`src/logic/regFilePkg.sv`:
```
// Register file widths, word and ID types, special register ID encodings
`default_nettype none

package regFilePkg;

	localparam int dataWidth = 64;
	localparam int immWidth = 33;  // Bit 32 carries the sign
	localparam int regIdWidth = 6;
	localparam int gprCount = 32;  // IDs 0 to 31, bit 5 clear

	localparam int numLanes = 3;  // Lanes A, B, C
	localparam int numStages = 3;  // EX1, EX2, EX3

	typedef logic [dataWidth-1:0] word;
	typedef logic [regIdWidth-1:0] regId;
	typedef logic [immWidth-1:0] immWord;

	// Special sources above the general registers
	localparam regId idDlr = 6'd32;
	localparam regId idSp = 6'd33;
	localparam regId idImm = 6'd62;  // Lane immediate
	localparam regId idZzr = 6'd63;  // Zero, also the no-destination ID

endpackage

`default_nettype wire

```
`src/logic/bypassNetwork.sv`:
```
// Forwarding of in-flight EX1 to EX3 results onto one read port
`timescale 1ns/1ps
`default_nettype none

module bypassNetwork import regFilePkg::*;
(
	input  regId srcId,
	input  word  baseVal,
	input  logic bypassOk,
	input  regId fwdId [numStages][numLanes],  // Stage, then lane
	input  word  fwdVal [numStages][numLanes],
	output word  srcVal
);

	// Youngest result wins
	// Scan from EX3 lane C back to EX1 lane A, last hit sticks
	always_comb
	begin
		srcVal = baseVal;
		if (bypassOk)
		begin
			for (int stage = numStages - 1; stage >= 0; stage--)
			begin
				for (int lane = numLanes - 1; lane >= 0; lane--)
				begin
					if (fwdId[stage][lane] == srcId)  // Flushed slots still match
					begin
						srcVal = fwdVal[stage][lane];
					end
				end
			end
		end
	end

endmodule

`default_nettype wire

```
`config.mk`:
```
export PLATFORM = sky130hd
export DESIGN_NAME = bypassNetwork
export DESIGN_NICKNAME = d
export VERILOG_FILES = /design/src/logic/regFilePkg.sv /design/src/logic/bypassNetwork.sv
export SDC_FILE = /design/constraint.sdc
export NUM_CORES = 1
export LEC_CHECK = 0
export ABC_AREA = 1
export BUFFER_PORTS_ARGS = -buffer_cell sky130_fd_sc_hd__buf_2
export CAP_MARGIN = 20
export CORE_AREA = 2 2 296 298
export DETAILED_ROUTE_END_ITERATION = 8
export DIE_AREA = 0 0 298 300
export GPL_TIMING_DRIVEN = 0
export SYNTH_ARGS = -nofsm -noshare
export SYNTH_HDL_FRONTEND = slang
export SYNTH_SLANG_ARGS = --single-unit
```
`constraint.sdc`:
```
create_clock -name vclk -period 3.85
set_clock_uncertainty 0.2 [all_clocks]
set_input_delay 0.5775 -clock vclk [all_inputs]
set_output_delay 0.5775 -clock vclk [all_outputs]
set_load 0.1 [all_outputs]
```
==> results.txt <==
flip-flop and latch count: 0
DR vias: 16,429
share of cells above drive strength 1: 35.2%
Worst EP arrival: 3.01 ns
Crit Path Class: input pin to output pin
Ys Warns: 0
Fmax: 264 MHz
Starting Density: 10.6%
routability congestion estimate: 1.01
hold_buf cts: 0
Seq. cell area: 0 um2
worst slack, placed: -0.902 ns
Final Cycle Share: 98.5%
min-delay worst type: input pin to output pin
status: complete, no violations
Rows: 108
largest family of logic cells by synthesized area: simple AND/OR/NAND/NOR gates
routed len/inst: 23.1 um
gr ovfl total: 0
Post-Layout Cell Count: 3,925
Period minus WS final: 3.79 ns
Static Leak: 8.96 nW
area share of fa/ha/maj cells after synthesis: 0%
max_cap viols: 0
average cell area after synthesis: 4.59 um2
vias in the first global route: 15,845
simple-gate share of the synthesized area: 58.2%
first-pass GRT wire length: 120,000 um
fin worst setup slack: 0.0583 ns
Placed Cells incl. Taps: 3,902
NumNets Final: 3,462
pin count of the biggest net entering global routing: 12
antenna violations before repair: 35
Final Core Density: 17.6%
multiplexer share of the synthesized area: 0%
DRT antenna net count: 0
HPWL after DPL: 76,800 um
Slew Limit Fails: 0
clock buf count: 0
die width: 298 um
Iteration-0 DRC Markers: 1,485
DRC: 0
Worst Setup End Kind: output pin
cell area after synthesis: 0.00913 mm2
Compound-Gate Fraction of Synth Area: 17.6%
Setup-failing EPs final: 0
peak supply drop: 110 uV
Port-buffer cells: 758
# IOs: 765
Die Y: 300 um
Worst slew margin: 55.2%
Hold Fails Final Rpt: 0
Crit Path Max Fanout: 10
most common cell after layout, fill and taps aside: buf_2
die area: 0.0894 mm2
worst-margin pin slew: 0.671 ns
Syn Inst Count: 1,987
Area Growth Syn to Fin: 66.1%
Worst EP required: 3.07 ns
post-synthesis xor/xnor area fraction: 2.11%
startpoint types: input pin
PD cells: 166 mW/mm2
via density per instance: 4.19
post-synth net total: 2,688
gr usage total: 18.9%
post-synthesis sequential area ratio: 0%
Routed Wire Length: 90,700 um
Core Area: 0.0862 mm2
1st-pass router iterations: 8
total power: 2.51 mW
post-synth cell types: 29
most frequent cells in the layout: buf_2 (787), nand2_1 (611), inv_1 (271)
## per-layer routing
layer	wire length, um	GRT usage (%)	up-vias
li1	-	-	7915
met2	41800	32.3	910
met3	8640	4.68	154
met4	3700	6.07	34
met5	229	0	-
met1	36300	23.3	7416
## synthesized netlist by cell type (23+ instances only)
library cell	count	area (um2)
nand4_1	69	432
nor3_1	64	320
o21ai_0	64	320
nand3_1	261	1310
buf_4	23	173
clkbuf_1	30	113
a21oi_1	256	1280
buf_2	102	510
nand2_1	615	2310
inv_1	271	1020
or2_0	54	338
nor2_1	96	360
## path summary, 6_finish.rpt
| kind | from | to | cells past startpoint |
|---|---|---|---|
| worst min-delay path | baseVal[16] | srcVal[16] | 4 |
| worst max-delay path | srcId[2] | srcVal[9] | 17 |
## per-stage QoR
step / cell area, um2 / hold slack [ns] / setup TNS, ns
after CTS: 14700 / 1.38 / -0.108
after floorplan: 9130 / 1.53 / 0
final: 15200 / 1.36 / 0
after global routing: 15100 / 1.38 / -1.29
after detailed placement: 14400 / 1.44 / -26.20
after global placement: 14400 / 1.44 / -50.60
## cell type report
type	count	area, um2
Fill cell	10480	71100
Timing Repair Buffer	772	4200
Antenna cell	11	27.5
Tap cell	1155	1450
Timing Repair inverter	1	8.76
Multi-Input combinational cell	1539	7270
Inverter	280	1090
Buffer	167	1120
## what timing repair did
action | 4_1_cts | 5_1_grt
setup buffers | 4 | 7
pin swaps | 2 | 6
cloned | 0 | 2
gates resized for setup | 83 | 102
endpoints found under the setup margin | 64 | 64
## worst max-delay path: stages
cell and delay (ns):
buf_6 0.12, xor2_1 0.17, nor2_2 0.19, and2_1 0.20, buf_12 0.21, buf_4 0.20
nand3_1 0.10, nand3_1 0.15, nand3_1 0.09, nand2_1 0.16, nand2_1 0.07, nand2_1 0.06
nand2_1 0.17, nand2_1 0.11, nand2_1 0.08, nand2_2 0.15, buf_12 0.19
## report_power, final
group          internal (mW)  switching [mW]    total, mW
sequential                 0               0            0
combinational          0.742            1.77         2.51
clock            0.000000249               0  0.000000249
total                  0.742            1.77         2.51
## cell families after synthesis
| family | count (synthesis) |
|---|---|
| AO/OA/AOI/OAI | 321 |
| XOR/XNOR | 22 |
| AND/OR/NAND/NOR | 1196 |
| buffers and inverters | 448 |
(Power assumes the default switching activity.)
