<file path="src/logic/regFilePkg.sv">
// Register file widths, word and ID types, special register ID encodings
`default_nettype none

package regFilePkg;

	localparam int dataWidth = 64;
	localparam int immWidth = 33;  // Bit 32 carries the sign
	localparam int regIdWidth = 6;
	localparam int gprCount = 32;  // IDs 0 to 31, bit 5 clear

	localparam int numLanes = 3;  // Lanes A, B, C
	localparam int numStages = 3;  // EX1, EX2, EX3

	typedef logic [dataWidth-1:0] word;
	typedef logic [regIdWidth-1:0] regId;
	typedef logic [immWidth-1:0] immWord;

	// Special sources above the general registers
	localparam regId idDlr = 6'd32;
	localparam regId idSp = 6'd33;
	localparam regId idImm = 6'd62;  // Lane immediate
	localparam regId idZzr = 6'd63;  // Zero, also the no-destination ID

endpackage

`default_nettype wire

</file>
<file path="src/logic/operandSelect.sv">
// Source ID decode into bank value, special register, immediate or zero
`timescale 1ns/1ps
`default_nettype none

module operandSelect import regFilePkg::*;
(
	input  regId   srcId,
	input  word    bankVal,  // Raw bank fetch for this port
	input  word    dlrVal,
	input  word    spVal,
	input  immWord imm,  // Immediate of this port's lane
	output word    baseVal,
	output logic   bypassOk
);

	word immExt;

	assign immExt = {{(dataWidth - immWidth){imm[immWidth-1]}}, imm};

	always_comb
	begin
		baseVal = '0;
		bypassOk = 1'b1;
		if (!srcId[regIdWidth-1])
		begin
			baseVal = bankVal;  // General register
		end
		else
		begin
			case (srcId)
				idDlr:
				begin
					baseVal = dlrVal;
				end
				idSp:
				begin
					baseVal = spVal;
				end
				idImm:
				begin
					baseVal = immExt;
					bypassOk = 1'b0;  // Constants never come from the pipe
				end
				idZzr:
				begin
					baseVal = '0;
					bypassOk = 1'b0;
				end
				default:
				begin
					baseVal = '0;  // Unassigned IDs read as zero
				end
			endcase
		end
	end

endmodule

`default_nettype wire

</file>
<file path="config.mk">
export PLATFORM = sky130hd
export DESIGN_NAME = operandSelect
export DESIGN_NICKNAME = d
export VERILOG_FILES = /design/src/logic/regFilePkg.sv /design/src/logic/operandSelect.sv
export SDC_FILE = /design/constraint.sdc
export NUM_CORES = 1
export LEC_CHECK = 0
export BUFFER_PORTS_ARGS = -buffer_cell sky130_fd_sc_hd__buf_2
export CORE_AREA = 3 3 113 115
export DETAILED_ROUTE_END_ITERATION = 8
export DIE_AREA = 0 0 116 118
export SYNTH_ARGS = -nofsm -noshare
export SYNTH_HDL_FRONTEND = slang
export SYNTH_SLANG_ARGS = --single-unit
export TNS_END_PERCENT = 50
</file>
<file path="constraint.sdc">
create_clock -name vclk -period 1.8
set_input_delay 0.09 -clock vclk [all_inputs]
set_output_delay 0.09 -clock vclk [all_outputs]
set_load 0.05 [all_outputs]
</file>
==> results of run 1 <==
layout make-up:
type | count | share of cell area
inverter | 33 | 0.03146
multi-input combinational | 167 | 0.4598
tap | 147 | 0.04671
timing repair buffer | 311 | 0.4620
layer usage:
metal / GRT usage / vias up / share of wire
li1: - / 1489 / -
met3: 0.01285 / 4 / 0.090
met1: 0.1423 / 1413 / 0.37
met2: 0.2655 / 192 / 0.53
met5: 0 / - / 0
met4: 0.005076 / 0 / 0.0034
power by group:
part | internal, W | total (W) | switching, W | leakage, nW
clock network | 0 | 0 | 0 | 0
registers | 0 | 0 | 0 | 0
logic | 0.000473 | 0.00112 | 0.000644 | 2.15
what timing repair did:
item,in CTS,in global routing
hold buffers,0,0
cloned,1,0
pin swaps,1,0
gates resized for setup,10,59
setup endpoints to repair,38,47
placed cells by master, fill, tap and decap left out, types with 2 or more instances in the layout:
| cell type | n |
|---|---|
| sky130_fd_sc_hd__buf_12 | 6 |
| sky130_fd_sc_hd__a221o_1 | 32 |
| sky130_fd_sc_hd__inv_1 | 32 |
| sky130_fd_sc_hd__o221ai_2 | 16 |
| sky130_fd_sc_hd__nor3_2 | 2 |
| sky130_fd_sc_hd__buf_2 | 244 |
| sky130_fd_sc_hd__o221ai_4 | 14 |
| sky130_fd_sc_hd__o221ai_1 | 2 |
| sky130_fd_sc_hd__clkbuf_4 | 32 |
| sky130_fd_sc_hd__mux2i_1 | 64 |
| sky130_fd_sc_hd__nor3_1 | 30 |
| sky130_fd_sc_hd__buf_4 | 28 |
kinds of logic (layout without fill, tap and decap cells):
family | after synthesis | in the layout
simple gates | 39 | 39
buf+inv | 66 | 344
mux | 64 | 64
compound gates | 64 | 64
synthesized netlist by cell type:
master / instances / area [um2]
sky130_fd_sc_hd__clkbuf_1: 18 / 67.56
sky130_fd_sc_hd__o221ai_2: 30 / 450.4
sky130_fd_sc_hd__and3b_1: 1 / 8.760
sky130_fd_sc_hd__buf_2: 5 / 25.02
sky130_fd_sc_hd__a221o_1: 32 / 320.3
sky130_fd_sc_hd__buf_6: 4 / 45.04
sky130_fd_sc_hd__o221ai_1: 2 / 17.52
sky130_fd_sc_hd__nand4b_1: 1 / 8.760
sky130_fd_sc_hd__and2_1: 1 / 6.260
sky130_fd_sc_hd__or4_1: 1 / 7.510
sky130_fd_sc_hd__nor3_1: 32 / 160.2
sky130_fd_sc_hd__inv_1: 33 / 123.9
sky130_fd_sc_hd__buf_1: 6 / 22.52
sky130_fd_sc_hd__or2_1: 1 / 6.260
sky130_fd_sc_hd__mux2i_1: 64 / 640.6
sky130_fd_sc_hd__and3_1: 1 / 6.260
sky130_fd_sc_hd__nand2_1: 1 / 3.750
path summary, 6_finish.rpt:
check,startpoint,cells after the start,end
setup / recovery,srcId[2],6,baseVal[56]
hold / removal,imm[31],3,baseVal[31]
metrics by stage:
step	cell area (um2)	power (W)	hold WS [ps]	TNS [ps]
after floorplan	2085	0.0006834	457.6	-959.4
after global placement	3766	0.001065	613.6	-287.1
after detailed placement	3766	0.001080	620.7	-993.6
after CTS	3820	0.001092	620.6	0
after global routing	3938	0.001189	590.4	-46.45
final	3938	0.001118	566.3	0
==> impl_metrics.toml, run 1 <==
[placement]
post-place-ws_ps = -55.22
port-buffer-count = 296
gp_routability_congestion = 0.8324
dpl.hpwl_um = 8415
place_inst = 657

[timing]
max_freq_mhz = 566.6
post-route-min-period_ps = 1765
final_hold_viol_count = 0
final_worst_path_period_share = 0.9805
rsz0062_at_grt = "true"
timing.slew.headroom = 0.5981
tightestPinTransition_ps = 602.8
setup_viol_count_final = 0
post-route-worst-setup-slack_ps = 35.03
timing_max_transition_violations_final = 0

[final_layout]
area_of_the_multi_input_gates_mm2 = 0.001810
sequential_cell_total = 0
seq_area_um2 = 0
fillers = 1228
antenna_diode_count = 0
clockBufferCount = 0
post_layout_nonfiller_instances = 658
share_of_post_route_cells_with_drive_strength_above_1 = 0.6771
finish.utilization = 0.3306
fin_nets = 744
relative_area_change_from_synthesis_to_final_layout_pct = 105.0

[drt]
drt.antenna.violating_nets = 0
total_length_of_routed_wires_um = 9992
first_iter_violations = 87
drtPass1Iterations = 4
via_total_after_detailed_routing = 3098
post-route-drc-count = 0
post_drt_via_cell_ratio = 4.708
wl_per_cell_um = 15.19

[synthesis]
yosys.cell_types.count = 17
largest_family_of_logic_cells_by_synthesized_area = "compound AO/OA/AOI/OAI gates"
xor_xnor_cell_area_share_of_the_yosys_netlist = 0
yosys.area_share.simple = 0.1081
synth_cells = 233
yosysWarnings = 0
syn_area_per_cell_um2 = 8.243
synth_compound_area_frac = 0.4104
syn-num-nets = 464
syn_area_mm2 = 0.001921
yosysSeqAreaShare = 0
synth.area.mux_share = 0.3336
synthAdderAreaFrac = 0

[clocking]
post_cts_buffers = 0

[floorplanning]
die_area_mm2 = 0.01369
chipHeight_um = 118
ioPinCount = 296
core_area_mm2 = 0.01191
fp.dieW_um = 116
standard_cell_rows = 40
initial_core_util = 0.1612

[critical_path]
critPathSlowestCell = "sky130_fd_sc_hd__or4_4"
setup.worst_path.class = "in -> out"
path_delay_family = "simple AND/OR/NAND/NOR gates"
timing.critical_path.arrival_ps = 1670
cp_max_fo = 8
worstSetupEndpointType = "output pin"
critPathBufInv = 3
crit_path_cell_trace = "buf_2 > or4_4 > or2_4 > buf_4 > o221ai_2 > clkbuf_4"
crit_required_ps = 1710
timing.critical_path.slowest_cell_delay_ps = 530
cp-start-kind = "primary input"

[hold_path]
holdCritPathClass = "in -> out"

[grt]
grt_start_max_net_pins = 65
vias_in_the_first_global_route = 3198
grt_first_pass_wirelength_um = 14720
overflow_left_after_global_routing = 0
grt_antenna_before_repair = 1
grt_util_all_layers = 0.1282

[outcome]
result_of_the_run = "finished clean"

[job]
drv_cap = 0

[power_and_ir_drop]
power.density_mw_per_mm2 = 283.8
total_leakage_power_nw = 2.152
irDropWorstVdd_mv = 0.1127
Note: power is estimated with default switching activity, not from simulation.
==> run 2: changes to the inputs <==
--- a/config.mk
+++ b/config.mk
@@ -5,10 +5,13 @@
 export SDC_FILE = /design/constraint.sdc
 export NUM_CORES = 1
 export LEC_CHECK = 0
+export ABC_AREA = 1
+export ABC_CLOCK_PERIOD_IN_PS = 1800
 export BUFFER_PORTS_ARGS = -buffer_cell sky130_fd_sc_hd__buf_2
-export CORE_AREA = 3 3 113 115
+export CORE_AREA = 3 3 115 117
 export DETAILED_ROUTE_END_ITERATION = 8
-export DIE_AREA = 0 0 116 118
+export DIE_AREA = 0 0 118 120
+export REMOVE_ABC_BUFFERS = 1
 export SYNTH_ARGS = -nofsm -noshare
 export SYNTH_HDL_FRONTEND = slang
 export SYNTH_SLANG_ARGS = --single-unit
==> impl_metrics.toml, run 2 <==
[final_layout]
share_of_post_route_cells_with_drive_strength_above_1 = 0.5179
finish.utilization = 0.2851
final_cell_mix = "sky130_fd_sc_hd__buf_2, sky130_fd_sc_hd__nand4_1, sky130_fd_sc_hd__nand3_1"
fillers = 1488
sequential_cell_total = 0
most_common_library_cell_in_the_layout_ignoring_fill_and_taps = "sky130_fd_sc_hd__buf_2"
fin_nets = 849
antenna_diode_count = 0
relative_area_change_from_synthesis_to_final_layout_pct = 86.35
seq_area_um2 = 0
clockBufferCount = 0
post_layout_nonfiller_instances = 788

[outcome]
result_of_the_run = "finished clean"

[timing]
max_freq_mhz = 671.0
tightestPinTransition_ps = 387.1
post-route-min-period_ps = 1490
setup_viol_count_final = 0
final_worst_path_period_share = 0.8280
timing.slew.headroom = 0.7419
final_hold_viol_count = 0
timing_max_transition_violations_final = 0
rsz0062_at_grt = "false"
timing.hold.ws_ps = 609.2

[drt]
post_drt_via_cell_ratio = 5.058
first_iter_violations = 171
drtPass1Iterations = 7
post-route-drc-count = 0
total_length_of_routed_wires_um = 12510
wl_per_cell_um = 15.88
via_total_after_detailed_routing = 3986
drt.antenna.violating_nets = 0

[critical_path]
crit_required_ps = 1710
critical_path.startpoint = "srcId[1]"
cp-start-kind = "primary input"
cp_max_fo = 33
setup.worst_path.class = "in -> out"
worstSetupEndpointType = "output pin"
timing.critical_path.arrival_ps = 1400
critical_path.endpoint = "baseVal[10]"

[clocking]
hold_buffers = 0
cts_repair_resize_count = 0
post_cts_buffers = 0

[synthesis]
synth.cells.most_frequent = "sky130_fd_sc_hd__nand4_1, sky130_fd_sc_hd__nand3_1, sky130_fd_sc_hd__nand2_1"
yosysSeqAreaShare = 0
yosysWarnings = 0
synth_area_leaders = "sky130_fd_sc_hd__nand4_1, sky130_fd_sc_hd__nand3_1, sky130_fd_sc_hd__nand2_1, sky130_fd_sc_hd__buf_2, sky130_fd_sc_hd__buf_4"
synth_largest_area_cell = "sky130_fd_sc_hd__nand4_1"
yosys.cell_count.top_type = "sky130_fd_sc_hd__nand4_1"
yosys.area.top_type_share = 0.4199
synth_cells = 352
syn_area_mm2 = 0.001907
yosys.cell_types.count = 12
syn_area_per_cell_um2 = 5.417

[floorplanning]
initial_core_util = 0.1530
chipHeight_um = 120
die_area_mm2 = 0.01416
core_area_mm2 = 0.01247
ioPinCount = 296
fp.dieW_um = 118
standard_cell_rows = 41

[placement]
gp_routability_congestion = 0.8201
port-buffer-count = 296
dpl.hpwl_um = 9693
place_inst = 788

[power_and_ir_drop]
total_leakage_power_nw = 1.845
power.density_mw_per_mm2 = 281.5
irDropWorstVdd_mv = 0.1277

[grt]
grt_use_met3 = 0.03016
grt_first_pass_wirelength_um = 18770
grt_util_all_layers = 0.1565
overflow_left_after_global_routing = 0
grt_antenna_before_repair = 1
vias_in_the_first_global_route = 3817
global_route.usage.met1 = 0.1906
gr-usage-met2 = 0.2918
global_route.peak_usage_layer = "met2"
grt_start_max_net_pins = 65

[job]
drv_cap = 0

[hold_path]
holdCritPathClass = "in -> out"
## run 2: worst min path at each step
stage | start | end | slack [ps] | cells past startpoint
2_1_floorplan | srcId[3] | bypassOk | 540 | 1
3_3_place_gp | srcId[2] | bypassOk | 600 | 3
3_5_place_dp | spVal[45] | baseVal[45] | 610 | 4
4_1_cts | srcId[2] | bypassOk | 610 | 3
5_1_grt | srcId[2] | bypassOk | 630 | 3
6_report | srcId[2] | bypassOk | 610 | 3
## run 2: power breakdown
part	internal [W]	switching [W]	leakage, nW
Clock	0	0	0
Combinational	0.000339	0.000661	1.84
Sequential	0	0	0
## run 2: area by class of cell
class / instances / area, um2 / share of cell area
inverter: 5 / 18.77 / 0.005282
multi-input combinational: 301 / 1620 / 0.4560
tap: 172 / 215.2 / 0.06056
timing repair buffer: 310 / 1699 / 0.4782
## run 2: metrics by stage
stage               setup WS [ps]  cell area [um2]  setup TNS (ps)  power [W]
finish                      309.6             3553               0   0.001000
global route                206.3             3553               0   0.001064
CTS                         280.1             3553               0   0.001001
detailed placement          285.6             3553               0  0.0009992
global placement            318.4             3553               0  0.0009978
floorplan                  -617.2             1624          -37850  0.0005312
## run 2: routing by layer
metal,up-vias,share of wire
met3,16,0.094
met5,-,0.00056
met2,256,0.50
met4,2,0.013
met1,1823,0.39
li1,1889,-
## run 2: worst max-delay path, cell delays in order
cell and delay (ps):
sky130_fd_sc_hd__buf_2 150, sky130_fd_sc_hd__nand2_1 110, sky130_fd_sc_hd__nor2_4 90, sky130_fd_sc_hd__buf_4 360, sky130_fd_sc_hd__nand3_1 200, sky130_fd_sc_hd__nand4_1 130
sky130_fd_sc_hd__buf_2 260
## run 2: cell families (layout without fill, tap and decap cells)
kind of cell,count (synthesis),count (layout),synth area share
buf+inv,51,315,0.1581
simple gates,301,301,0.8419
==> run 3: changes to the inputs <==
--- a/config.mk
+++ b/config.mk
@@ -6,7 +6,7 @@
 export NUM_CORES = 1
 export LEC_CHECK = 0
 export ABC_AREA = 1
-export ABC_CLOCK_PERIOD_IN_PS = 1800
+export ABC_CLOCK_PERIOD_IN_PS = 1500
 export BUFFER_PORTS_ARGS = -buffer_cell sky130_fd_sc_hd__buf_2
 export CORE_AREA = 3 3 115 117
 export DETAILED_ROUTE_END_ITERATION = 8
==> constraint.sdc (replaced) <==
create_clock -name vclk -period 1.5
set_input_delay 0.075 -clock vclk [all_inputs]
set_output_delay 0.075 -clock vclk [all_outputs]
set_load 0.05 [all_outputs]
==> impl_metrics.toml, run 3 (synthesis gave the netlist of run 2 again) <==
[grt]
vias_in_the_first_global_route = 3863
overflow_left_after_global_routing = 0
grt_util_all_layers = 0.1562
grt_start_max_net_pins = 35
grt_first_pass_wirelength_um = 18750
grt_antenna_before_repair = 1

[timing]
tightestPinTransition_ps = 349.2
max_freq_mhz = 780.3
final_hold_viol_count = 0
post-route-min-period_ps = 1281
rsz0062_at_grt = "false"
final_worst_path_period_share = 0.8543
post-route-worst-setup-slack_ps = 218.5
timing.slew.headroom = 0.7672
timing_max_transition_violations_final = 0
setup_viol_count_final = 0

[final_layout]
relative_area_change_from_synthesis_to_final_layout_pct = 90.81
antenna_diode_count = 0
clockBufferCount = 0
fillers = 1468
sequential_cell_total = 0
most_common_library_cell_in_the_layout_ignoring_fill_and_taps = "sky130_fd_sc_hd__buf_2"
seq_area_um2 = 0
finish.utilization = 0.2919
post_layout_nonfiller_instances = 791
final_cell_mix = "sky130_fd_sc_hd__buf_2, sky130_fd_sc_hd__nand4_1, sky130_fd_sc_hd__nand3_1"
share_of_post_route_cells_with_drive_strength_above_1 = 0.5202
fin_nets = 852

[critical_path]
crit_required_ps = 1420
critPathSlowestCell = "sky130_fd_sc_hd__buf_2"
cp-start-kind = "primary input"
worstSetupEndpointType = "output pin"
cp_max_fo = 32
crit_path_cell_trace = "buf_2 > nand2_1 > nor2_4 > nand3_1 > buf_12 > nand4_1 > buf_2"
setup.worst_path.class = "in -> out"
timing.critical_path.arrival_ps = 1210
critPathMostFrequentCell = "sky130_fd_sc_hd__buf_2"
critPathBufInv = 3
path_delay_family = "buffers and inverters"
timing.critical_path.slowest_cell_delay_ps = 270

[drt]
drt.antenna.violating_nets = 0
via_total_after_detailed_routing = 4027
first_iter_violations = 210
wl_per_cell_um = 15.62
total_length_of_routed_wires_um = 12360
post-route-drc-count = 0
drtPass1Iterations = 6
post_drt_via_cell_ratio = 5.091

[floorplanning]
die_area_mm2 = 0.01416
fp.dieW_um = 118
standard_cell_rows = 41
core_area_mm2 = 0.01247
initial_core_util = 0.1530
chipHeight_um = 120
ioPinCount = 296

[clocking]
post_cts_buffers = 0
hold_buffers = 0
cts_repair_resize_count = 0

[power_and_ir_drop]
irDropWorstVdd_mv = 0.1081
total_leakage_power_nw = 1.876
report.power.total_w = 0.001220
power.density_mw_per_mm2 = 335.3

[placement]
place_inst = 791
gp_routability_congestion = 0.7983
dpl.hpwl_um = 9895
post-place-ws_ps = 213.4
port-buffer-count = 296

[hold_path]
holdCritPathClass = "in -> out"

[outcome]
result_of_the_run = "finished clean"

[job]
drv_cap = 0
==> run 3: layer usage <==
metal	track usage	up-vias	routed length, um
met4	0.01832	2	97
met2	0.3004	275	6256
met5	0	-	7
met3	0.02828	16	1185
li1	-	1897	-
met1	0.1849	1837	4811
==> run 3: tightest hold or removal path: stages <==
cell and delay [ps]:
sky130_fd_sc_hd__buf_2 130, sky130_fd_sc_hd__nand3_1 80, sky130_fd_sc_hd__buf_2 210
==> run 3: layout make-up <==
type / instances / area [um2] / area share
Inverter: 5 / 18.77 / 0.005158
Tap cell: 172 / 215.2 / 0.05915
Multi-Input combinational cell: 301 / 1620 / 0.4453
Timing Repair Buffer: 313 / 1784 / 0.4904
==> run 3: through the flow <==
stage / hold WS [ps] / cell area (um2) / TNS [ps]
3_5_place_dp: 567.2 / 3638 / 0
5_1_grt: 591.0 / 3638 / 0
6_report: 566.9 / 3638 / 0
4_1_cts: 567.6 / 3638 / 0
3_3_place_gp: 562.2 / 3638 / 0
2_1_floorplan: 506.5 / 1624 / -55130
==> run 3: final timing paths <==
path / from / to / slack, ps / cells past startpoint
setup / recovery: srcId[1] / baseVal[55] / 220 / 7
hold / removal: srcId[2] / bypassOk / 570 / 3
==> run 3: where the power goes <==
part	internal, W	switching [W]
clock network	0	0
logic	0.000426	0.000794
registers	0	0
total	0.000426	0.000794
