[config.mk]
export PLATFORM = sky130hd
export DESIGN_NAME = sprReg
export DESIGN_NICKNAME = d
export VERILOG_FILES = /design/src/logic/regFilePkg.sv /design/src/logic/sprReg.sv
export SDC_FILE = /design/constraint.sdc
export NUM_CORES = 1
export LEC_CHECK = 0
export BUFFER_PORTS_ARGS = -buffer_cell sky130_fd_sc_hd__buf_2
export CAP_MARGIN = 20
export CORE_AREA = 2 2 134 136
export CTS_CLUSTER_SIZE = 12
export DETAILED_ROUTE_END_ITERATION = 6
export DIE_AREA = 0 0 136 138
export PLACE_DENSITY = 0.63
export SETUP_SLACK_MARGIN = 0.3
export SLEW_MARGIN = 30
export SYNTH_ARGS = -nofsm -noshare
export SYNTH_HDL_FRONTEND = slang
export SYNTH_SLANG_ARGS = --single-unit
[constraint.sdc]
create_clock -name clock -period 2 [get_ports clock]
set_clock_uncertainty 0.1 [all_clocks]
set_input_delay 0.1 -clock clock [delete_from_list [all_inputs] [get_ports clock]]
set_output_delay 0.1 -clock clock [all_outputs]
set_load 0.005 [all_outputs]
[src/logic/regFilePkg.sv]
// Register file widths, word and ID types, special register ID encodings
`default_nettype none

package regFilePkg;

	localparam int dataWidth = 64;
	localparam int immWidth = 33;  // Bit 32 carries the sign
	localparam int regIdWidth = 6;
	localparam int gprCount = 32;  // IDs 0 to 31, bit 5 clear

	localparam int numLanes = 3;  // Lanes A, B, C
	localparam int numStages = 3;  // EX1, EX2, EX3

	typedef logic [dataWidth-1:0] word;
	typedef logic [regIdWidth-1:0] regId;
	typedef logic [immWidth-1:0] immWord;

	// Special sources above the general registers
	localparam regId idDlr = 6'd32;
	localparam regId idSp = 6'd33;
	localparam regId idImm = 6'd62;  // Lane immediate
	localparam regId idZzr = 6'd63;  // Zero, also the no-destination ID

endpackage

`default_nettype wire

[src/logic/sprReg.sv]
// Special register with three-lane write priority and fallback input
`timescale 1ns/1ps
`default_nettype none

module sprReg import regFilePkg::*;
#(
	parameter regId sprId = idDlr
)
(
	input  logic clock,
	input  logic rst,
	input  logic hold,
	input  logic wbFlush,
	input  regId wrId [numLanes],
	input  word  wrVal [numLanes],
	input  word  extIn,  // Pipeline-supplied value
	output word  value
);

	word nextVal;

	// Walk C down to A so lane A ends up with priority
	always_comb
	begin
		nextVal = extIn;
		for (int lane = numLanes - 1; lane >= 0; lane--)
		begin
			if (wrId[lane] == sprId)
			begin
				nextVal = wrVal[lane];
			end
		end
	end

	always_ff @(posedge clock)
	begin
		if (rst)
		begin
			value <= '0;
		end
		else if (!hold && !wbFlush)
		begin
			value <= nextVal;
		end
	end

	holdFreezes: assert property (@(posedge clock) disable iff (rst)
		hold |=> $stable(value));

endmodule

`default_nettype wire

==> results of run 1 <==
## metal layers
layer	wire length, um	global-route usage [%]	up-vias
li1	-	-	3091
met1	9070	27.6	3127
met2	10900	38.4	367
met3	1780	4.18	56
met4	648	9.87	2
met5	7	0	-
## through the flow
step / util (%) / TNS (ns)
floorplan: - / 0
global placement: 39.1 / -6.85
detailed placement: 39.1 / -7.65
CTS: 44.8 / 0
global route: 45.1 / 0
finish: 45.1 / 0
## worst max-delay path, cell delays in order
cell      delay, ns
buf_6          0.09
or4_4          0.53
or2_4          0.30
buf_8          0.15
buf_12         0.14
a311o_1        0.36
a311oi_2       0.19
## layout make-up
type	instances	area, sq um	area share [%]
Clock buffer	12	256	3.24
Clock inverter	1	5.00	0.0633
Multi-Input combinational cell	458	3130	39.6
Sequential cell	64	1280	16.2
Tap cell	229	287	3.62
Timing Repair Buffer	451	2950	37.3
## power breakdown
| group | switching (uW) | total (uW) | internal, uW | leakage [uW] |
|---|---|---|---|---|
| combinational | 508 | 1100 | 588 | 0.00252 |
| sequential | 45.2 | 1410 | 1360 | 0.000528 |
| clock | 567 | 1450 | 884 | 0.000130 |
## cell families after synthesis
logic type	after synthesis	share of synthesized area (%)
and+or+nand+nor	266	25.3
DFF	64	27.0
buffers and inverters	83	7.82
AOI/OAI and AO/OA	192	39.9
## cell usage in the layout, fill, tap and decap left out
cell	count
buf_2	339
nand3_1	64
nor3_1	64
a311o_1	64
nand2_1	64
nor2_1	64
dlygate4sd3_1	64
dfxtp_1	64
o21ai_0	63
a311oi_2	60
buf_4	27
buf_12	14
clkbuf_16	10
a311oi_1	4
buf_6	3
nand2b_2	2
clkbuf_8	2
buf_16	2
or4_2	1
or4_4	1
or2_4	1
nor4_4	1
nor2b_4	1
or4b_1	1
nor3_2	1
nor2_4	1
o21ai_1	1
clkinv_2	1
clkbuf_1	1
buf_8	1
## repair_timing
item / 4_1_cts / 5_1_grt
resized for setup: 5 / 5
endpoints found under the setup margin: 64 / 54
endpoints found under the hold margin: 64 / 0
hold buffers: 64 / 0
buffers inserted: 3 / 1
pin swaps: 3 / 6
cloned: 2 / 1
## final timing paths
path	from	to	slack, ns	cells after the start
setup / recovery	wrId[7]	value[47]	0.28	7
hold / removal	extIn[53]	value[53]	0.10	4
setup reg to reg	value[3]	value[3]	1.14	2
hold reg to reg	value[53]	value[53]	0.39	2
==> results_tabular.tex, run 1 <==
\begin{tabular}{lr}
\hline
Metric & Value \\
\hline
\multicolumn{2}{l}{\textbf{Route}} \\
Iteration-0 DRC Markers & 513 \\
Routed via count & 6,643 \\
WL/cell & 18.4 um \\
First-pass detailed-route iteration total & 6 \\
Vias per inst & between 5 and 6 \\
Drt drc & 0 \\
Final Routed Wirelength & about 22,000 um \\
Remaining antenna violation count & 0 \\
\multicolumn{2}{l}{\textbf{Global route}} \\
Maximum number of pins on one net before global-route repair & 65 \\
First-pass GRT wire length & around 34,000 um \\
Antenna violations before repair & 1 \\
Global router's overall resource usage & between 20\% and 30\% \\
Remaining global-route overflow & 0 \\
Vias in the first global route & 6,504 \\
\multicolumn{2}{l}{\textbf{STA}} \\
Post-route worst hold slack & 0.101 ns \\
Remaining max-slew budget at the tightest pin & 55.1\% \\
RSZ-0062 raised after global routing & yes \\
Total setup violations reported at the end of the flow & 0 \\
Final WS setup & 0.276 ns \\
Post-route fraction of the period consumed by the critical path & 86.2\% \\
Hold violation count in the final report & 0 \\
Max Clk Rate & approximately 0.58 GHz \\
Slew Viols, Final & 0 \\
Least-Margin Pin Slew & roughly 0.67 ns \\
Post-layout minimum cycle time & 1.72 ns \\
\multicolumn{2}{l}{\textbf{Power}} \\
Power density normalized to cell area & about 500 mW/mm\^{}2 \\
Maximum resistive drop on vdd & between 0.3 and 0.4 mV \\
Leakage power total & 0.00318 uW \\
Total power & 3960 uW \\
\multicolumn{2}{l}{\textbf{Synthesis}} \\
Synth Cell Area & 0.00475 sq mm \\
Number of enable-type register cells in the synthesized netlist & 0 \\
Synthesized instance count & slightly above 600 \\
Flip-flop and latch count after synthesis & 64 \\
Fraction of registers with async set or reset after synthesis & 0\% \\
Count of yosys warnings during synthesis & 0 \\
Cell types occupying the most area after synthesis & dfxtp\_1 (27\%), a311oi\_2 (19\%), a311o\_1 (13\%) \\
Library cell with the largest summed area after synthesis & dfxtp\_1 \\
Most used standard cells in the synthesized netlist & clkbuf\_1 (65), nor2\_1 (65), nor3\_1 (65) \\
Area share of the largest cell type after synthesis & roughly 27\% \\
Post-Syn Nets & 883 \\
Most instantiated flip-flop cell in the synthesis netlist & dfxtp\_1 \\
Post-Syn Area per Cell & 7.85 sq um \\
Number of distinct library cells after synthesis & 19 \\
Sequential area share after synthesis & 27.0\% \\
\multicolumn{2}{l}{\textbf{Floorplanning}} \\
Core Box Area & 0.0175 sq mm \\
Standard-cell row count & 49 \\
Floorplan die height & 138 um \\
Die X & 136 um \\
Initial Util & 27.1\% \\
Boundary pin count & around 340 \\
Area of the die & 0.0188 sq mm \\
\multicolumn{2}{l}{\textbf{Setup path}} \\
Critical Path RT & around 2.1 ns \\
Critical path arrival & 1.87 ns \\
CP endpoint kind & flip-flop \\
Highest fanout seen on the critical path & 8 \\
Critical setup path kind & in2reg \\
Startpoint Class & input port \\
\multicolumn{2}{l}{\textbf{Clock network}} \\
Clock insertion delay at the later pin of the skew report & 0.33 ns \\
TritonCTS clock tree & done \\
Htree depth & 3 \\
TritonCTS sink count & 64 \\
Clock-pin transition on the worst setup and hold timing paths & 0.05 ns \\
Buffer type at the clock tree root & clkbuf\_16 \\
Maximum count of clock buffers along a single path & 2 \\
Total CTS buffers & 9 \\
\multicolumn{2}{l}{\textbf{Place}} \\
Area of placed instances & between 0.006 and 0.007 sq mm \\
Number of placed instances, taps included & 1,131 \\
Input/output buffers & around 340 \\
Hpwl dp & about 14,000 um \\
Routability Congestion & roughly 0.9 \\
Post-Place Worst Slack & -0.154 ns \\
\multicolumn{2}{l}{\textbf{Finish}} \\
NumNets Final & about 1,300 \\
Register with the highest flop count & value \\
Largest registers in the final layout & value: 64 flops \\
Layout Cells excl Fill & 1,215 \\
Flip-flop count of the largest register, all copies and words added & 64 \\
Signed area change from the synthesized netlist to the final layout & 66.5\% \\
Fill cell instance count of the final layout & 1,767 \\
Number of diodes & 0 \\
Ratio of cells with drive above 1 in the final layout & between 40\% and 50\% \\
Final Instance Area & 0.00791 sq mm \\
\multicolumn{2}{l}{\textbf{Status}} \\
Status & complete, no violations \\
\multicolumn{2}{l}{\textbf{Job}} \\
Max\_cap viols & 0 \\
\multicolumn{2}{l}{\textbf{Worst hold path}} \\
Class of the most critical hold timing path & in2reg \\
\hline
\end{tabular}
Power figures use the tool's default switching activity.
==> run 2: changes to the inputs <==
--- a/config.mk
+++ b/config.mk
@@ -13,4 +13,5 @@
 export DIE_AREA = 0 0 136 138
 export PLACE_DENSITY = 0.63
+export RECOVER_POWER = 25
 export SETUP_SLACK_MARGIN = 0.3
 export SLEW_MARGIN = 30
==> constraint.sdc (replaced) <==
create_clock -name clock -period 2 [get_ports clock]
set_clock_uncertainty 0.1 [all_clocks]
set_input_delay 0.6 -clock clock [delete_from_list [all_inputs] [get_ports clock]]
set_output_delay 0.6 -clock clock [all_outputs]
set_load 0.005 [all_outputs]
==> results_tabular.tex, run 2 (synthesized netlist as in run 1, its figures left out) <==
\begin{tabular}{lr}
\hline
Metric & Value \\
\hline
\multicolumn{2}{l}{\textbf{Power}} \\
Leakage power total & 0.00294 uW (-7.7\%) \\
Maximum resistive drop on vdd & 0.352 mV (+4.1\%) \\
Fraction of power consumed by the clock network & 41.5\% (+4.8 points) \\
Power density normalized to cell area & 559 mW/mm\^{}2 (+12\%) \\
Part of the total power dissipated in sequential elements & 33.9\% (-1.7 points) \\
Proportion of power drawn by combinational gates & 24.6\% (-3.1 points) \\
Internal power & 2990 uW (+5.3\%) \\
Sw Ratio & 28.0\% (-0.32 points) \\
Net Switching & 1160 uW (+3.7\%) \\
Total power & 4150 uW (+4.9\%) \\
\multicolumn{2}{l}{\textbf{STA}} \\
Least-Margin Pin Slew & 0.827 ns (+0.155 ns) \\
Hold violation count in the final report & 0 (unchanged) \\
Total setup violations reported at the end of the flow & 64 (+64) \\
Post-layout minimum cycle time & 2.12 ns (+0.392 ns) \\
Slew Viols, Final & 0 (unchanged) \\
Post-route worst hold slack & 0.403 ns (+0.302 ns) \\
RSZ-0062 raised after global routing & yes \\
Remaining max-slew budget at the tightest pin & 44.9\% (-10 points) \\
Final WS setup & -0.116 ns (-0.392 ns) \\
Post-route fraction of the period consumed by the critical path & 106\% (+20 points) \\
Max Clk Rate & 0.473 GHz (-19\%) \\
\multicolumn{2}{l}{\textbf{Route}} \\
Drt drc & 0 (unchanged) \\
WL/cell & 19.0 um (+2.8\%) \\
Vias per inst & 5.60 (+2.4\%) \\
Remaining antenna violation count & 0 (unchanged) \\
First-pass detailed-route iteration total & 7 (+1) \\
Routed via count & 6,475 (-2.5\%) \\
Iteration-0 DRC Markers & 429 (-16\%) \\
Final Routed Wirelength & 21,900 um (-2.1\%) \\
\multicolumn{2}{l}{\textbf{Setup path}} \\
Source of the worst register-to-register timing path & value[54] \\
Endpoint of the worst setup timing path & value[35] \\
Critical Path RT & 2.14 ns (about the same) \\
Highest fanout seen on the critical path & 32 (+24) \\
Crit. Startpoint & wrId[7] \\
Critical setup path kind & in2reg \\
Crit Reg-Reg Endpoint & value[54] \\
Critical path arrival & 2.26 ns (+0.39 ns) \\
Slack of the worst reg-to-reg path & 1.09 ns (-0.05 ns) \\
Depth of the worst register-to-register path & 2 (unchanged) \\
CP endpoint kind & flip-flop \\
Startpoint Class & input port \\
\multicolumn{2}{l}{\textbf{Floorplanning}} \\
Floorplan die height & 138 um (unchanged) \\
Boundary pin count & 342 (unchanged) \\
Core Box Area & 0.0175 sq mm (unchanged) \\
Standard-cell row count & 49 (unchanged) \\
Initial Util & 27.1\% (unchanged) \\
Area of the die & 0.0188 sq mm (unchanged) \\
Die X & 136 um (unchanged) \\
\multicolumn{2}{l}{\textbf{Finish}} \\
Signed area change from the synthesized netlist to the final layout & 56.3\% \\
NumNets Final & 1,199 (-5.0\%) \\
Ratio of cells with drive above 1 in the final layout & 51.0\% (+3.5 points) \\
Final Instance Area & 0.00743 sq mm (-6.1\%) \\
Flip-flop count of the largest register, all copies and words added & 64 (unchanged) \\
Most common cell after layout, fill and taps aside & buf\_2 \\
Register with the highest flop count & value \\
Largest registers in the final layout & value: 64 flops \\
\multicolumn{2}{l}{\textbf{Worst hold path}} \\
Class of the most critical hold timing path & reg2reg \\
\multicolumn{2}{l}{\textbf{Global route}} \\
Global router's overall resource usage & 21.8\% (-0.74 points) \\
Antenna violations before repair & 2 (+1) \\
Remaining global-route overflow & 0 (unchanged) \\
Vias in the first global route & 6,187 (-4.9\%) \\
Maximum number of pins on one net before global-route repair & 65 (unchanged) \\
First-pass GRT wire length & 32,400 um (-3.8\%) \\
\multicolumn{2}{l}{\textbf{Clock network}} \\
Maximum count of clock buffers along a single path & 2 (unchanged) \\
Buffer type at the clock tree root & clkbuf\_16 \\
Clock insertion delay at the later pin of the skew report & 0.34 ns (about the same) \\
Htree depth & 3 (unchanged) \\
TritonCTS sink count & 64 (unchanged) \\
CTS Hold Buffers Added & 0 (-100\%) \\
Total CTS buffers & 9 (unchanged) \\
Clock-pin transition on the worst setup and hold timing paths & 0.05 ns (about the same) \\
TritonCTS clock tree & done \\
\multicolumn{2}{l}{\textbf{Place}} \\
Routability Congestion & 0.871 (-1.4\%) \\
Hpwl dp & 15,100 um (+6.7\%) \\
Input/output buffers & 341 (unchanged) \\
Area of placed instances & 0.00690 sq mm (+0.64\%) \\
\multicolumn{2}{l}{\textbf{Status}} \\
Failing checks & negative setup slack \\
Status & finished with violations \\
\multicolumn{2}{l}{\textbf{Job}} \\
Max\_cap viols & 0 (unchanged) \\
\hline
\end{tabular}
## run 2: changes by cell type in the layout (fill, tap and decap cells not counted), sizes merged
cell / previous run / this run
buf: 386 / 381
bufinv: 0 / 1
clkbuf: 13 / 21
diode: 0 / 2
dlygate4sd3: 64 / 0
## run 2: how the worst min path moves through the flow
stage              start   endpoint  slack, ns  depth (start not counted)
6_report       value[53]  value[53]       0.40                          2
3_5_place_dp   value[53]  value[53]       0.39                          2
3_3_place_gp   value[56]  value[56]       0.39                          2
2_1_floorplan  value[53]  value[53]       0.39                          2
5_1_grt        value[53]  value[53]       0.43                          2
4_1_cts        value[53]  value[53]       0.40                          2
## run 2: through the flow
stage	cells	util [%]	worst slack [ns]	setup TNS, ns
final	1157	42.4	-0.116	-4.93
after detailed placement	1133	39.4	-0.660	-40.34
after floorplan	605	-	-0.277	-17.20
after global routing	1157	42.4	-0.144	-6.41
after CTS	1152	41.8	-0.106	-4.85
after global placement	1133	39.3	-0.637	-39.56
## run 2: cell type report
type	count	area, sq um
clock inverter	2	35.0
multi-input combinational	458	3160
tap	229	287
antenna	2	5.00
timing repair buffer	388	2370
fill	1806	10100
sequential	64	1280
clock buffer	14	284
## run 2: worst max-delay path, cell delays in order
cell and delay (ns):
buf_6 0.09, or4_4 0.53, or2_4 0.30, buf_12 0.18, a311o_1 0.29, a311oi_2 0.23
## run 2: what timing repair did
action | 4_1_cts | 5_1_grt
buffers inserted | 1 | 1
setup endpoints to repair | 64 | 64
gates cloned | 2 | 2
pin swaps | 2 | 4
resized for setup | 23 | 9
## run 2: layer usage
metal  wire, um  track usage, %
met3       1830            3.85
met5          0               0
met4        802            11.9
met2      10600            35.5
met1       8750            27.2
## run 2: power groups by stage
stage          Combinational, uW  Clock, uW  Sequential (uW)
3_3_place_gp                 983          0             1430
5_1_grt                     1100       1800             1420
6_report                    1020       1720             1410
4_1_cts                     1010       1760             1410
2_1_floorplan                452          0             1440
3_5_place_dp                 990          0             1430
==> run 3: changes to the inputs <==
- ABC_AREA: unset -> 1
- CTS_CLUSTER_SIZE: 12 -> 25
- PLACE_DENSITY: 0.63 -> 0.71
==> results_tabular.tex, run 3 <==
\begin{tabular}{lr}
\hline
Metric & Value \\
\hline
\multicolumn{2}{l}{\textbf{Finish}} \\
Signed area change from the synthesized netlist to the final layout & 34.1\% \\
Largest registers in the final layout & value: 64 flops \\
Total area of multi-input combinational cells & 0.00328 sq mm (+3.8\%) \\
Most frequent cells in the layout & buf\_2 (323), inv\_1 (258), nand2\_1 (256) \\
Register with the highest flop count & value \\
Most common cell after layout, fill and taps aside & buf\_2 \\
Flip-flop count of the largest register, all copies and words added & 64 (unchanged) \\
NumNets Final & 1,621 (+35\%) \\
Ratio of cells with drive above 1 in the final layout & 35.4\% (-16 points) \\
Layout Cells excl Fill & 1,576 (+36\%) \\
Number of diodes & 0 (-2) \\
Fill cell instance count of the final layout & 1,866 (+3.3\%) \\
Register area & 0.00128 sq mm (unchanged) \\
\multicolumn{2}{l}{\textbf{Global route}} \\
Global router's overall resource usage & 20.6\% (-1.2 points) \\
First-pass GRT wire length & 31,400 um (-3.1\%) \\
Vias in the first global route & 6,639 (+7.3\%) \\
Antenna violations before repair & 0 (-2) \\
Maximum number of pins on one net before global-route repair & 72 (+11\%) \\
Remaining global-route overflow & 0 (unchanged) \\
\multicolumn{2}{l}{\textbf{STA}} \\
Total setup violations reported at the end of the flow & 0 (-100\%) \\
Summed negative setup slack over all endpoints & 0 ns (+4.93 ns) \\
Least-Margin Pin Slew & 0.403 ns (-0.424 ns) \\
Post-layout minimum cycle time & 1.61 ns (-0.508 ns) \\
Remaining max-slew budget at the tightest pin & 73.1\% (+28 points) \\
Post-route worst hold slack & 0.371 ns (-0.0321 ns) \\
Slew Viols, Final & 0 (unchanged) \\
Post-route fraction of the period consumed by the critical path & 80.4\% (-25 points) \\
Hold violation count in the final report & 0 (unchanged) \\
RSZ-0062 raised after global routing & no \\
Max Clk Rate & 0.622 GHz (+32\%) \\
\multicolumn{2}{l}{\textbf{Setup path}} \\
Critical Path, Cell by Cell & buf\_2, nor2\_1, nand3\_4, buf\_12, nor2\_1, nor2\_1, nand2\_1, nand2\_1, a21oi\_2 \\
Largest incremental delay on the critical path & 0.22 ns (-0.31 ns) \\
Top delay family on crit path & simple AND/OR/NAND/NOR gates \\
Critical Path RT & 2.16 ns (+0.02 ns) \\
Critical Path Slowest Stage Cell & nor2\_1 \\
Startpoint Class & input port \\
CP endpoint kind & flip-flop \\
Critical path arrival & 1.77 ns (-0.49 ns) \\
Most used cell along the critical path & nor2\_1 \\
Crit path buf inv count & 2 (unchanged) \\
Depth of the worst register-to-register path & 2 (unchanged) \\
Source of the worst register-to-register timing path & value[58] \\
Highest fanout seen on the critical path & 71 (+120\%) \\
Critical setup path kind & in2reg \\
Crit Reg-Reg Endpoint & value[58] \\
Slack of the worst reg-to-reg path & 1.27 ns (+0.18 ns) \\
\multicolumn{2}{l}{\textbf{Power}} \\
Sw Ratio & 29.2\% (+1.1 points) \\
Part of the total power dissipated in sequential elements & 35.0\% (+1.1 points) \\
Power density normalized to cell area & 485 mW/mm\^{}2 (-13\%) \\
Total power & 3920 uW (-5.5\%) \\
Net Switching & 1140 uW (-1.6\%) \\
Proportion of power drawn by combinational gates & 25.1\% (+0.5 points) \\
Leakage power total & 0.00486 uW (+66\%) \\
Maximum resistive drop on vdd & 0.346 mV (-1.7\%) \\
Internal power & 2780 uW (-7.0\%) \\
Fraction of power consumed by the clock network & 39.9\% (-1.6 points) \\
\multicolumn{2}{l}{\textbf{Route}} \\
Drt drc & 0 (unchanged) \\
First-pass detailed-route iteration total & 5 (-2) \\
Remaining antenna violation count & 0 (unchanged) \\
WL/cell & 12.8 um (-32\%) \\
Routed via count & 7,274 (+12\%) \\
Iteration-0 DRC Markers & 468 (+9.1\%) \\
Vias per inst & 4.62 (-18\%) \\
Final Routed Wirelength & 20,200 um (-8.0\%) \\
\multicolumn{2}{l}{\textbf{Place}} \\
Number of placed instances, taps included & 1,561 (+38\%) \\
Routability Congestion & 0.850 (-2.4\%) \\
Input/output buffers & 341 (unchanged) \\
Hpwl dp & 14,500 um (-4.1\%) \\
\multicolumn{2}{l}{\textbf{Clock network}} \\
Clock-pin transition on the worst setup and hold timing paths & 0.06 ns (about the same) \\
Buffer type at the clock tree root & clkbuf\_16 \\
TritonCTS clock tree & done \\
Maximum count of clock buffers along a single path & 2 (unchanged) \\
CTS Hold Buffers Added & 0 (unchanged) \\
Total CTS buffers & 9 (unchanged) \\
TritonCTS sink count & 64 (unchanged) \\
Clock insertion delay at the later pin of the skew report & 0.32 ns (-0.02 ns) \\
Htree depth & 3 (unchanged) \\
Postcts setup bufs & 0 (-1) \\
\multicolumn{2}{l}{\textbf{Worst hold path}} \\
Hold-critical path depth & 2 (unchanged) \\
Min-Delay Endpoint & value[63] \\
Startpoint of the worst hold path & value[63] \\
Class of the most critical hold timing path & reg2reg \\
\multicolumn{2}{l}{\textbf{Synthesis}} \\
Flip-flop and latch count after synthesis & 64 (unchanged) \\
Count of yosys warnings during synthesis & 0 (unchanged) \\
Most instantiated flip-flop cell in the synthesis netlist & dfxtp\_1 \\
Number of distinct library cells after synthesis & 20 (+1) \\
Library cell with the largest summed area after synthesis & dfxtp\_1 \\
Post-Syn Nets & 1,330 (+51\%) \\
Cell with the most instances after synthesis & inv\_1 \\
Sequential area share after synthesis & 21.2\% (-5.7 points) \\
Post-Syn Area per Cell & 5.73 sq um (-27\%) \\
Fraction of registers with async set or reset after synthesis & 0\% (unchanged) \\
Cell types occupying the most area after synthesis & dfxtp\_1 (21\%), inv\_1 (16\%), nand2\_1 (16\%) \\
Synth Cell Area & 0.00603 sq mm (+27\%) \\
Area share of the largest cell type after synthesis & 21.2\% (-5.7 points) \\
Most used standard cells in the synthesized netlist & inv\_1 (258), nand2\_1 (256), nor2\_1 (78), a21oi\_1 (68) \\
Number of enable-type register cells in the synthesized netlist & 0 (unchanged) \\
Synthesized instance count & 1,052 (+74\%) \\
\multicolumn{2}{l}{\textbf{Floorplanning}} \\
Initial Util & 34.4\% (+7.3 points) \\
Standard-cell row count & 49 (unchanged) \\
Floorplan die height & 138 um (unchanged) \\
Die X & 136 um (unchanged) \\
Area of the die & 0.0188 sq mm (unchanged) \\
Core Box Area & 0.0175 sq mm (unchanged) \\
Boundary pin count & 342 (unchanged) \\
\multicolumn{2}{l}{\textbf{Job}} \\
Max\_cap viols & 0 (unchanged) \\
\multicolumn{2}{l}{\textbf{Status}} \\
Status & complete, no violations \\
\hline
\end{tabular}
==> run 3: changes by cell type after synthesis, moves of 64 or more <==
cell and delta:
a21oi_1 +68, nand2_1 +192, nor3_1 -65, inv_1 +258, a311o_1 -64, o21ai_0 -64
nand4_1 +64
==> run 3: cell families after synthesis <==
group                  count (synthesis)  synth area share, %
AND/OR/NAND/NOR                      525                 39.8
buffers and inverters                335                 24.6
AO/OA/AOI/OAI                        128                 14.4
flip-flops                            64                 21.2
==> run 3: metal layers <==
metal | global-route usage [%] | share of wire, % | up-vias | wire length (um)
met4 | 10.3 | 3.6 | 0 | 735
met3 | 3.41 | 7.3 | 57 | 1470
met1 | 24.8 | 41 | 3170 | 8280
li1 | - | - | 3744 | -
met2 | 35.2 | 48 | 303 | 9690
met5 | 0 | 0 | - | 0
==> run 3: cell type report <==
cell class	count	area share, %
multi-input cells	653	40.6
well taps	229	3.54
flip-flops and latches	64	15.8
clock inverters	3	0.526
repair buffers	356	24.4
clock buffers	12	3.05
inverters	259	12.0
==> run 3: power by group through the flow <==
stage	Clock (uW)	Sequential (uW)	Combinational, uW
final	1570	1370	983
after floorplan	0	1400	518
after detailed placement	0	1400	985
after global placement	0	1400	980
after global routing	1660	1380	1100
after CTS	1620	1370	991
==> run 3: what timing repair did <==
| item | CTS | global route |
|---|---|---|
| setup endpoints to repair | 0 | 12 |
| hold endpoints to repair | 0 | 0 |
| gates resized for setup | 0 | 1 |
==> run 3: how the worst max path moves through the flow <==
stage                     startpoint  slack, ns  cells after the start   endpoint
after CTS                    wrId[9]       0.36                      9  value[58]
final                       wrId[10]       0.39                      9  value[58]
after global placement       wrId[9]       0.05                      9  value[42]
after floorplan             wrId[17]       0.38                      8  value[34]
after detailed placement     wrId[9]       0.02                      9  value[58]
after global routing         wrId[7]       0.30                      9  value[58]
==> run 3: worst register-to-register path: stages (launching register included) <==
cell	delay, ns
dfxtp_1	0.34
nand2_1	0.07
a21oi_2	0.14
==> run 3: metrics by stage <==
step | setup WS [ns] | util (%) | area [sq um]
final | 0.393 | 46.1 | 8090
after global routing | 0.300 | 46.1 | 8090
after CTS | 0.361 | 46.2 | 8110
after detailed placement | 0.0171 | 44.6 | 7820
after global placement | 0.0497 | 44.6 | 7820
after floorplan | 0.383 | - | 6030
